==> src/hdl/asi_defs.svh <==
`ifndef ASI_DEFS_SVH
`define ASI_DEFS_SVH

// FIFO geometry
`define ASI_FIFO_DEPTH 16
`define ASI_FIFO_AW 4

// Commas sent after reset before the first data byte
`define ASI_SYNC_COMMAS 4

// Line bits per 8b10b symbol
`define ASI_SYM_BITS 10

// Data value of K28.5
`define ASI_COMMA_BYTE 8'hBC

`endif
==> src/hdl/asi_pkg.sv <==
`include "asi_defs.svh"

package asi_pkg;

	// Transport-stream byte
	typedef logic [7:0] byte_t;

	// Line codeword, bit 0 goes out first
	typedef logic [`ASI_SYM_BITS-1:0] code10_t;

	// One character ahead of the encoder
	typedef struct packed {
		logic  k;
		byte_t value;
	} asi_char_t;

	// Fill controller states
	typedef enum logic {
		SYNC,
		STREAM
	} fill_state_t;

endpackage

==> src/hdl/ts2asi.sv <==
`timescale 1ns/1ps

module ts2asi (
	input  logic           clk,
	input  logic           rst,
	input  logic           valid,
	input  asi_pkg::byte_t din,
	output logic           asi_out,
	output logic           overflow
);
	import asi_pkg::*;

	logic      sym_strobe;
	byte_t     head;
	logic      empty;
	logic      pop;
	asi_char_t tx_char;
	code10_t   code;

	// Symbol pace for the whole chain
	symbol_timer symbol_timer_i (
		.clk        (clk),
		.rst        (rst),
		.sym_strobe (sym_strobe)
	);

	// Input byte buffer
	ts_fifo ts_fifo_i (
		.clk      (clk),
		.rst      (rst),
		.valid    (valid),
		.pop      (pop),
		.din      (din),
		.head     (head),
		.empty    (empty),
		.overflow (overflow)
	);

	// Data or comma per symbol
	fill_ctrl fill_ctrl_i (
		.clk        (clk),
		.rst        (rst),
		.sym_strobe (sym_strobe),
		.empty      (empty),
		.head       (head),
		.pop        (pop),
		.tx_char    (tx_char)
	);

	enc_8b10b enc_8b10b_i (
		.clk        (clk),
		.rst        (rst),
		.sym_strobe (sym_strobe),
		.tx_char    (tx_char),
		.code       (code)
	);

	// Line output, one bit per clock
	serializer_10b1b serializer_10b1b_i (
		.clk        (clk),
		.rst        (rst),
		.sym_strobe (sym_strobe),
		.code       (code),
		.asi_out    (asi_out)
	);

endmodule

==> src/hdl/serializer_10b1b.sv <==
`timescale 1ns/1ps

module serializer_10b1b (
	input  logic             clk,
	input  logic             rst,
	input  logic             sym_strobe,
	input  asi_pkg::code10_t code,
	output logic             asi_out
);
	import asi_pkg::*;

	// Bits still waiting to go out
	code10_t sreg;

	//////////////////////////////////////////////////
	// Load on strobe, shift right otherwise
	//////////////////////////////////////////////////
	always_ff @(posedge clk) begin
		if (!rst) begin
			sreg <= '0;
			asi_out <= 1'b0;
		end else if (sym_strobe) begin
			// Bit 0 goes straight to the output flop
			asi_out <= code[0];
			sreg <= code >> 1;
		end else begin
			asi_out <= sreg[0];
			sreg <= sreg >> 1;
		end
	end

endmodule

==> src/hdl/enc_8b10b.sv <==
`timescale 1ns/1ps

module enc_8b10b (
	input  logic               clk,
	input  logic               rst,
	input  logic               sym_strobe,
	input  asi_pkg::asi_char_t tx_char,
	output asi_pkg::code10_t   code
);
	import asi_pkg::*;

	// Running disparity, 1 = positive
	logic rd;

	logic [4:0]  x;
	logic [2:0]  y;
	logic [11:0] pair6;
	logic [7:0]  pair4;
	logic [5:0]  s6;
	logic [3:0]  s4;
	logic        rd6;
	logic        use_a7;
	logic        rd_next;
	code10_t     code_next;

	//////////////////////////////////////////////////
	// 5b/6b table, {RD- form, RD+ form}, abcdei
	//////////////////////////////////////////////////
	function automatic logic [11:0] tab6(input logic [4:0] v);
		case (v)
			5'd0:  return {6'b100111, 6'b011000};
			5'd1:  return {6'b011101, 6'b100010};
			5'd2:  return {6'b101101, 6'b010010};
			5'd3:  return {6'b110001, 6'b110001};
			5'd4:  return {6'b110101, 6'b001010};
			5'd5:  return {6'b101001, 6'b101001};
			5'd6:  return {6'b011001, 6'b011001};
			5'd7:  return {6'b111000, 6'b000111};
			5'd8:  return {6'b111001, 6'b000110};
			5'd9:  return {6'b100101, 6'b100101};
			5'd10: return {6'b010101, 6'b010101};
			5'd11: return {6'b110100, 6'b110100};
			5'd12: return {6'b001101, 6'b001101};
			5'd13: return {6'b101100, 6'b101100};
			5'd14: return {6'b011100, 6'b011100};
			5'd15: return {6'b010111, 6'b101000};
			5'd16: return {6'b011011, 6'b100100};
			5'd17: return {6'b100011, 6'b100011};
			5'd18: return {6'b010011, 6'b010011};
			5'd19: return {6'b110010, 6'b110010};
			5'd20: return {6'b001011, 6'b001011};
			5'd21: return {6'b101010, 6'b101010};
			5'd22: return {6'b011010, 6'b011010};
			5'd23: return {6'b111010, 6'b000101};
			5'd24: return {6'b110011, 6'b001100};
			5'd25: return {6'b100110, 6'b100110};
			5'd26: return {6'b010110, 6'b010110};
			5'd27: return {6'b110110, 6'b001001};
			5'd28: return {6'b001110, 6'b001110};
			5'd29: return {6'b101110, 6'b010001};
			5'd30: return {6'b011110, 6'b100001};
			default: return {6'b101011, 6'b010100};
		endcase
	endfunction

	//////////////////////////////////////////////////
	// 3b/4b table, {RD- form, RD+ form}, fghj
	//////////////////////////////////////////////////
	function automatic logic [7:0] tab4(input logic [2:0] v, input logic a7, input logic k);
		logic [7:0] p;
		case (v)
			3'd0: p = {4'b1011, 4'b0100};
			3'd1: p = {4'b1001, 4'b1001};
			3'd2: p = {4'b0101, 4'b0101};
			3'd3: p = {4'b1100, 4'b0011};
			3'd4: p = {4'b1101, 4'b0010};
			3'd5: p = {4'b1010, 4'b1010};
			3'd6: p = {4'b0110, 4'b0110};
			default: p = a7 ? {4'b0111, 4'b1000} : {4'b1110, 4'b0001};
		endcase
		// K28 flips the balanced sub-blocks after a negative 6b
		if (k && (v inside {3'd1, 3'd2, 3'd5, 3'd6})) p[7:4] = ~p[3:0];
		return p;
	endfunction

	always_comb begin
		x = tx_char.value[4:0];
		y = tx_char.value[7:5];
		// Only K28 is supported as a control character
		pair6 = tx_char.k ? {6'b001111, 6'b110000} : tab6(x);
		s6 = rd ? pair6[5:0] : pair6[11:6];
		// Disparity after the 6b sub-block
		rd6 = rd ^ ($countones(s6) != 3);
		// Alternate D.x.7 avoids a run of five
		use_a7 = tx_char.k
			|| (!rd6 && (x inside {5'd17, 5'd18, 5'd20}))
			|| (rd6 && (x inside {5'd11, 5'd13, 5'd14}));
		pair4 = tab4(y, use_a7, tx_char.k);
		s4 = rd6 ? pair4[3:0] : pair4[7:4];
		rd_next = rd6 ^ ($countones(s4) != 2);
		// Bit a lands in bit 0, j in bit 9
		code_next = {s4[0], s4[1], s4[2], s4[3], s6[0], s6[1], s6[2], s6[3], s6[4], s6[5]};
	end

	// Codeword and disparity register
	always_ff @(posedge clk) begin
		if (!rst) begin
			code <= '0;
			rd <= 1'b0;
		end else if (sym_strobe) begin
			code <= code_next;
			rd <= rd_next;
		end
	end

endmodule

==> src/hdl/fill_ctrl.sv <==
`timescale 1ns/1ps
`include "asi_defs.svh"

module fill_ctrl (
	input  logic              clk,
	input  logic              rst,
	input  logic              sym_strobe,
	input  logic              empty,
	input  asi_pkg::byte_t    head,
	output logic              pop,
	output asi_pkg::asi_char_t tx_char
);
	import asi_pkg::*;

	localparam int SCW = $clog2(`ASI_SYNC_COMMAS + 1);
	localparam logic [SCW-1:0] SYNC_LAST = SCW'(`ASI_SYNC_COMMAS - 1);

	fill_state_t state;
	// Commas already sent in SYNC
	logic [SCW-1:0] sync_cnt;

	//////////////////////////////////////////////////
	// State register, moves only on symbol strobes
	//////////////////////////////////////////////////
	always_ff @(posedge clk) begin
		if (!rst) begin
			state <= SYNC;
			sync_cnt <= '0;
		end else if (sym_strobe) begin
			case (state)
				SYNC: begin
					// Last sync comma goes out on this strobe
					if (sync_cnt == SYNC_LAST) begin
						state <= STREAM;
					end else begin
						sync_cnt <= sync_cnt + 1'b1;
					end
				end
				default: state <= STREAM;
			endcase
		end
	end

	// Take the head byte only when it is actually sent
	assign pop = sym_strobe && (state == STREAM) && !empty;

	// Character choice for this symbol
	always_comb begin
		tx_char.k = 1'b1;
		tx_char.value = `ASI_COMMA_BYTE;
		if ((state == STREAM) && !empty) begin
			tx_char.k = 1'b0;
			tx_char.value = head;
		end
	end

endmodule

==> src/hdl/ts_fifo.sv <==
`timescale 1ns/1ps
`include "asi_defs.svh"

module ts_fifo (
	input  logic           clk,
	input  logic           rst,
	input  logic           valid,
	input  logic           pop,
	input  asi_pkg::byte_t din,
	output asi_pkg::byte_t head,
	output logic           empty,
	output logic           overflow
);
	import asi_pkg::*;

	localparam int DEPTH = `ASI_FIFO_DEPTH;
	localparam int AW = `ASI_FIFO_AW;

	// Byte storage
	byte_t mem [DEPTH];

	logic [AW-1:0] wr_ptr;
	logic [AW-1:0] rd_ptr;
	logic [AW:0]   count;
	logic          full;
	logic          wr_en;
	logic          rd_en;

	// Circular pointer advance
	function automatic logic [AW-1:0] ptr_inc(input logic [AW-1:0] p);
		return (p == AW'(DEPTH - 1)) ? '0 : p + 1'b1;
	endfunction

	assign full = (count == (AW+1)'(DEPTH));
	assign empty = (count == '0);
	// A pop in the same cycle frees a slot
	assign wr_en = valid && (!full || pop);
	assign rd_en = pop && !empty;

	// Head is visible with no read latency
	assign head = mem[rd_ptr];

	always_ff @(posedge clk) begin
		if (wr_en) begin
			mem[wr_ptr] <= din;
		end
	end

	//////////////////////////////////////////////////
	// Pointers, fill count, sticky overflow
	//////////////////////////////////////////////////
	always_ff @(posedge clk) begin
		if (!rst) begin
			wr_ptr <= '0;
			rd_ptr <= '0;
			count <= '0;
			overflow <= 1'b0;
		end else begin
			if (wr_en) wr_ptr <= ptr_inc(wr_ptr);
			if (rd_en) rd_ptr <= ptr_inc(rd_ptr);
			case ({wr_en, rd_en})
				2'b10: count <= count + 1'b1;
				2'b01: count <= count - 1'b1;
				default: count <= count;
			endcase
			// Dropped byte, held until the next reset
			if (valid && !wr_en) overflow <= 1'b1;
		end
	end

endmodule

==> src/hdl/symbol_timer.sv <==
`timescale 1ns/1ps
`include "asi_defs.svh"

module symbol_timer (
	input  logic clk,
	input  logic rst,
	output logic sym_strobe
);

	localparam int CW = $clog2(`ASI_SYM_BITS);
	localparam logic [CW-1:0] LAST = CW'(`ASI_SYM_BITS - 1);

	// Bit position within the current symbol
	logic [CW-1:0] count;

	//////////////////////////////////////////////////
	// Mod-10 bit counter
	//////////////////////////////////////////////////
	always_ff @(posedge clk) begin
		if (!rst) begin
			count <= '0;
		end else if (count == LAST) begin
			count <= '0;
		end else begin
			count <= count + 1'b1;
		end
	end

	// One pulse per symbol, on the last bit slot
	// Count is cleared in reset so the strobe stays low there
	assign sym_strobe = (count == LAST);

endmodule

==> config.mk <==
export PLATFORM = sky130hd
export DESIGN_NAME = ts2asi
export DESIGN_NICKNAME = d
export VERILOG_FILES = /design/src/hdl/asi_pkg.sv /design/src/hdl/ts2asi.sv /design/src/hdl/serializer_10b1b.sv /design/src/hdl/enc_8b10b.sv /design/src/hdl/fill_ctrl.sv /design/src/hdl/ts_fifo.sv /design/src/hdl/symbol_timer.sv
export VERILOG_INCLUDE_DIRS = /design/src /design/src/hdl
export SDC_FILE = /design/constraint.sdc
export NUM_CORES = 1
export LEC_CHECK = 0
export BUFFER_PORTS_ARGS = -buffer_cell sky130_fd_sc_hd__clkbuf_2
export CORE_ASPECT_RATIO = 0.7
export CORE_UTILIZATION = 55
export CTS_BUF_LIST = sky130_fd_sc_hd__clkbuf_4 sky130_fd_sc_hd__clkbuf_8
export CTS_CLUSTER_DIAMETER = 120
export CTS_CLUSTER_SIZE = 12
export DETAILED_ROUTE_END_ITERATION = 12
export PLACE_DENSITY = 0.72
export REMOVE_ABC_BUFFERS = 1
export SKIP_CTS_REPAIR_TIMING = 1
export SKIP_LAST_GASP = 1
export SYNTH_ARGS = -nofsm -noshare
export SYNTH_HDL_FRONTEND = slang
export SYNTH_SLANG_ARGS = --single-unit
==> constraint.sdc <==
create_clock -name clk -period 14.1 [get_ports clk]
set_clock_uncertainty 0.2 [all_clocks]
set_input_delay 1.41 -clock clk [delete_from_list [all_inputs] [get_ports clk]]
set_output_delay 1.41 -clock clk [all_outputs]
set_load 0.02 [all_outputs]
# After elaboration in Yosys (flattened, before gate mapping)
# Memories as Yosys holds them, arrays and structs flattened. A register that Yosys moved wholly into a read port is not among the register bits.
# Index checks and enable logic that the tools add are counted.
# classes
bitwise	6
muxes	18
eq_ne	21
n_reduce_logical	24
n_addsub	14
# op_table
op	count
32-bit adder	3
32-bit by 3-bit != test with 1-bit output, second input constant	2
8-bit one-hot mux with 7 select lines	1
4-bit 2-to-1 mux	6
5-bit equality test, second input constant	4
9-bit 2-to-1 mux	2
5-bit by 4-bit equality test with 1-bit output, second input constant	3
4-bit by 1-bit adder with 4-bit output, second input constant	3
4-bit equality test, second input constant	3
12-bit 2-to-1 mux	1
1-bit by 1-bit adder with 2-bit output	5
5-bit one-hot mux with 2 select lines	1
3-bit by 2-bit equality test with 1-bit output, second input constant	3
3-bit equality test, second input constant	3
1-bit logical AND	9
8-bit 2-to-1 mux	1
6-bit 2-to-1 mux	1
3-bit nonzero test	2
5-bit by 1-bit adder with 5-bit output, second input constant	1
5-bit logical NOT	1
1-bit 2-to-1 mux	5
5-bit by 1-bit subtractor with 5-bit output, second input constant	1
1-bit logical NOT	4
4-bit inverter	1
other kinds (12)	17
# word_totals
output_inout_bits	2
memories	2
mem_bits_rw	128
register_bits	44
elab_cells	96
input_bits	11
mem_bits_ro	384
# mem_list
memory	words	word_bits	rd	rd_clocked_by_memory_dff	wr	line	rtl
(name not given)	32	12	1	0	0	enc_8b10b.sv:30	case (v)
ts_fifo_i.mem	16	8	1	1	1	ts_fifo.sv:20	byte_t mem [DEPTH];

# Depth between registers and ports, before layout
# An unclocked memory read counts as a cell.
# depth
depth_word	25
ltp_mapped	30
mapped_depth_nobuf	28

# Cells and area by module
# From an unflattened synthesis, not the netlist that was laid out.
# unflattened
hier_cells	623
hier_area_um2	8440.6
# modules_own_cells
mod	seq_area_each_um2	cells_each	n_inst	area_per_inst_um2
ts_fifo	4204.0	324	1	5918.2
enc_8b10b	220.2	219	1	1701.6
serializer_10b1b	200.2	30	1	365.4
fill_ctrl	80.1	30	1	266.5
symbol_timer	80.1	20	1	188.9

# Worst setup path after synthesis
# No wires, ideal clock.
# synth_path
kind	reg-to-reg
from	reg (tool-made name)
to	reg enc_8b10b_i.rd
setup_ps	70
arrival_ps	6806
path_buffers	3
stages_incl_launch_ff	30
period_less_slack_ps	7076
slack_ps	7024
t_required_ps	13830
path_cell_list	dfxtp_1 > buf_2 > buf_2 > mux4_2 > mux4_2 > nand2_1 > inv_1 > ha_1 > clkbuf_1 > a21oi_1 > a21oi_1 > a2111o_1 > nand2_1 > ha_1 > fa_1 > ha_1 > nor4bb_1 > xnor2_1 > a221oi_1 > o2111ai_2 > o211ai_1 > a31o_1 > nand2_1 > ha_1 > ha_1 > fa_1 > nand2_1 > xnor2_1 > nand2_1 > a21oi_1
# synth_rtl
element	line	rtl
to (signal assigned)	enc_8b10b.sv:112	rd <= rd_next;
to (decl)	enc_8b10b.sv:13	logic rd;

==> impl_metrics.json <==
{
  "drc": 0,
  "cp.arrival_ns": 8.15,
  "dr_total_vias": 5294,
  "timing.fmax_mhz": 126,
  "rsz0062_at_grt": "no",
  "slowest_delay_ns": 0.56,
  "mostFrequentLayoutCell": "edfxtp_1",
  "met3_usage_pct": 5.94,
  "regArea_mm2": 0.00478,
  "grt-busiest-layer": "met1",
  "drive_gt1_share_pct": 16.3,
  "grt_util_all_layers_pct": 24.8,
  "ys_async_sr_fraction_pct": 0,
  "wirelength_mm": 18.0,
  "clockBufferDepth": 2,
  "fin_crit_ns": 7.96,
  "synth_edf_count": 128,
  "p_leak_nw": 2.98,
  "synth_top_cell_by_area": "edfxtp_1",
  "drtIter0Drc": 537,
  "cp_common_cell": "ha_1",
  "antenna_cells": 0,
  "numCtsBuffers": 17,
  "fillCellCount": 1117,
  "final_nets": 682,
  "powerDensity_mw_per_mm2": 108,
  "syn_avg_cell_area_um2": 13.0,
  "yosysTopAreaCellShare_pct": 46.5,
  "mostFrequentLayoutCells": "edfxtp_1, nand2_1, nor2_1",
  "critPathSlowestCell": "mux4_2",
  "dieArea_mm2": 0.0155,
  "finalSetupViolCount": 0,
  "ys_seq_area_share_pct": 57.9,
  "core_region_area_mm2": 0.0147,
  "grt_first_pass_wirelength_mm": 28.3,
  "ir_drop_mv": 0.0604,
  "min_period_over_period_pct": 56.5,
  "area_growth_pct": 7.40,
  "worstSkewPairLatency_ns": 0.47,
  "cp-start-kind": "register",
  "syn_area_mm2": 0.00826,
  "dr.pass1.iters": 5,
  "hold_class": "register to register",
  "required_ns": 14.29,
  "final_cells": 847,
  "path_class": "register to register",
  "clock_sinks": 175,
  "syn_inst": 635,
  "placementRows": 37,
  "grt_util_met1_pct": 36.7,
  "tightest_slew_ns": 1.24,
  "io_pins": 13,
  "grt_use_met2_pct": 35.6,
  "synthFlopType": "edfxtp_1",
  "numPortBuffers": 12,
  "cts_tree": "yes",
  "ys_warn_count": 0,
  "wl_per_cell_um": 21.2,
  "synth-seq-cells": 175,
  "grt_pass1_vias": 5224,
  "synthDistinctLibCells": 74,
  "grt.overflow.total": 0,
  "worstPathMaxFanout": 25,
  "status": "complete, no violations",
  "grt_max_degree": 32,
  "ant_nets": 0,
  "place_inst": 815,
  "finalHoldViolCount": 0,
  "htreeDepth": 4,
  "endpoint_kind": "register",
  "final.setup.tns_ns": 0,
  "multi_input_area_mm2": 0.00324,
  "clk_pin_slew_ns": 0.09,
  "die_x_um": 149,
  "avgViaCountPerCell": 6.25,
  "max-slew-margin-rel_pct": 17.3,
  "antenna_found_initial": 0,
  "drv_slew": 0,
  "r2r_slack_ns": 6.14,
  "gp_congestion": 0.888,
  "initial_core_util_pct": 56.3,
  "ys_top_cells_by_area": "edfxtp_1, dfxtp_1, mux4_2, ha_1, nand2_1",
  "post-dp-hpwl_mm": 11.9,
  "cap_violations": 0,
  "cts_root_buf": "clkbuf_8",
  "fp.dieH_um": 105
}
==> layer usage <==
layer | vias up | wire, µm
met5 | - | 0
met4 | 0 | 314
met3 | 30 | 1530
met2 | 228 | 7950
met1 | 2606 | 8150
li1 | 2430 | -
==> registers in the layout (all words and copies together) (netlist names), named ones only <==
signal	flops
fill_ctrl_i.sync_cnt	3
ts_fifo_i.rd_ptr	4
enc_8b10b_i.code	10
enc_8b10b_i.rd	1
ts_fifo_i.count	5
serializer_10b1b_i.asi_out	1
fill_ctrl_i.state	1
symbol_timer_i.count	4
ts_fifo_i.overflow	1
serializer_10b1b_i.sreg	9
ts_fifo_i.mem	128
ts_fifo_i.wr_ptr	4
==> worst max-delay path: cells and delay by family (launching register included) <==
kind	cells	cell delay [ns]
AOI/OAI and AO/OA	7	1.62
adders and majority gates	7	2.12
DFF	1	0.32
muxes	3	1.34
and+or+nand+nor	7	1.27
xor gates and xnor gates	2	0.45
buffers and inverters	2	0.55
==> synth_stat cells, types with 5 or more instances <==
library cell	count
and3_1	5
nand2_1	65
o21ai_0	16
o21ai_1	6
nand3_1	17
buf_2	12
xor2_1	7
edfxtp_1	128
nor2_1	57
mux2i_1	13
ha_1	28
clkbuf_1	18
dfxtp_1	47
mux4_2	33
a21oi_1	40
a31oi_1	7
nor3_1	11
inv_1	16
nor4_1	5
xnor2_1	6
==> cell families (layout without fill, tap and decap cells) <==
group | after synthesis | after routing | share of synthesized area (%)
AOI/OAI and AO/OA | 122 | 122 | 10.4
xor gates and xnor gates | 13 | 13 | 1.38
adders and majority gates | 32 | 32 | 5.21
buffers and inverters | 53 | 70 | 2.91
DFF | 175 | 175 | 57.9
muxes | 52 | 52 | 11.8
and+or+nand+nor | 188 | 188 | 10.4
==> power by group <==
group	total, W	switching [W]	internal (W)
registers	0.000559	0.00000294	0.000556
logic	0.0000334	0.0000226	0.0000107
clock network	0.000362	0.000198	0.000164
==> final timing paths <==
kind                                                            start                                    end  cells after the start
worst max-delay path                                         register            enc_8b10b_i.rd$_SDFFE_PN0P_                     28
worst min-delay path            serializer_10b1b_i.sreg[2]$_SDFF_PN0_  serializer_10b1b_i.sreg[1]$_SDFF_PN0_                      2
worst min register to register  serializer_10b1b_i.sreg[2]$_SDFF_PN0_  serializer_10b1b_i.sreg[1]$_SDFF_PN0_                      2
worst max register to register                               register            enc_8b10b_i.rd$_SDFFE_PN0P_                     28
==> area by class of cell <==
cell class,count,area share [%]
flip-flops and latches,175,53.9
clock buffers,17,2.64
clock inverters,15,2.00
inverters,17,0.719
well taps,195,2.75
repair buffers,21,1.44
multi-input cells,407,36.5
==> through the flow <==
stage	area (µm²)	power (W)	hold WS, ns	worst slack [ns]	util, %
4_1_cts	8870	0.000957	0.246	6.17	60.5
6_report	8870	0.000955	0.247	6.14	60.5
2_1_floorplan	8090	0.000589	0.218	6.44	-
3_3_place_gp	8460	0.000602	0.229	6.29	57.7
5_1_grt	8870	0.000982	0.262	5.64	60.5
3_5_place_dp	8460	0.000604	0.234	6.20	57.7
Power figures use the tool's default switching activity.
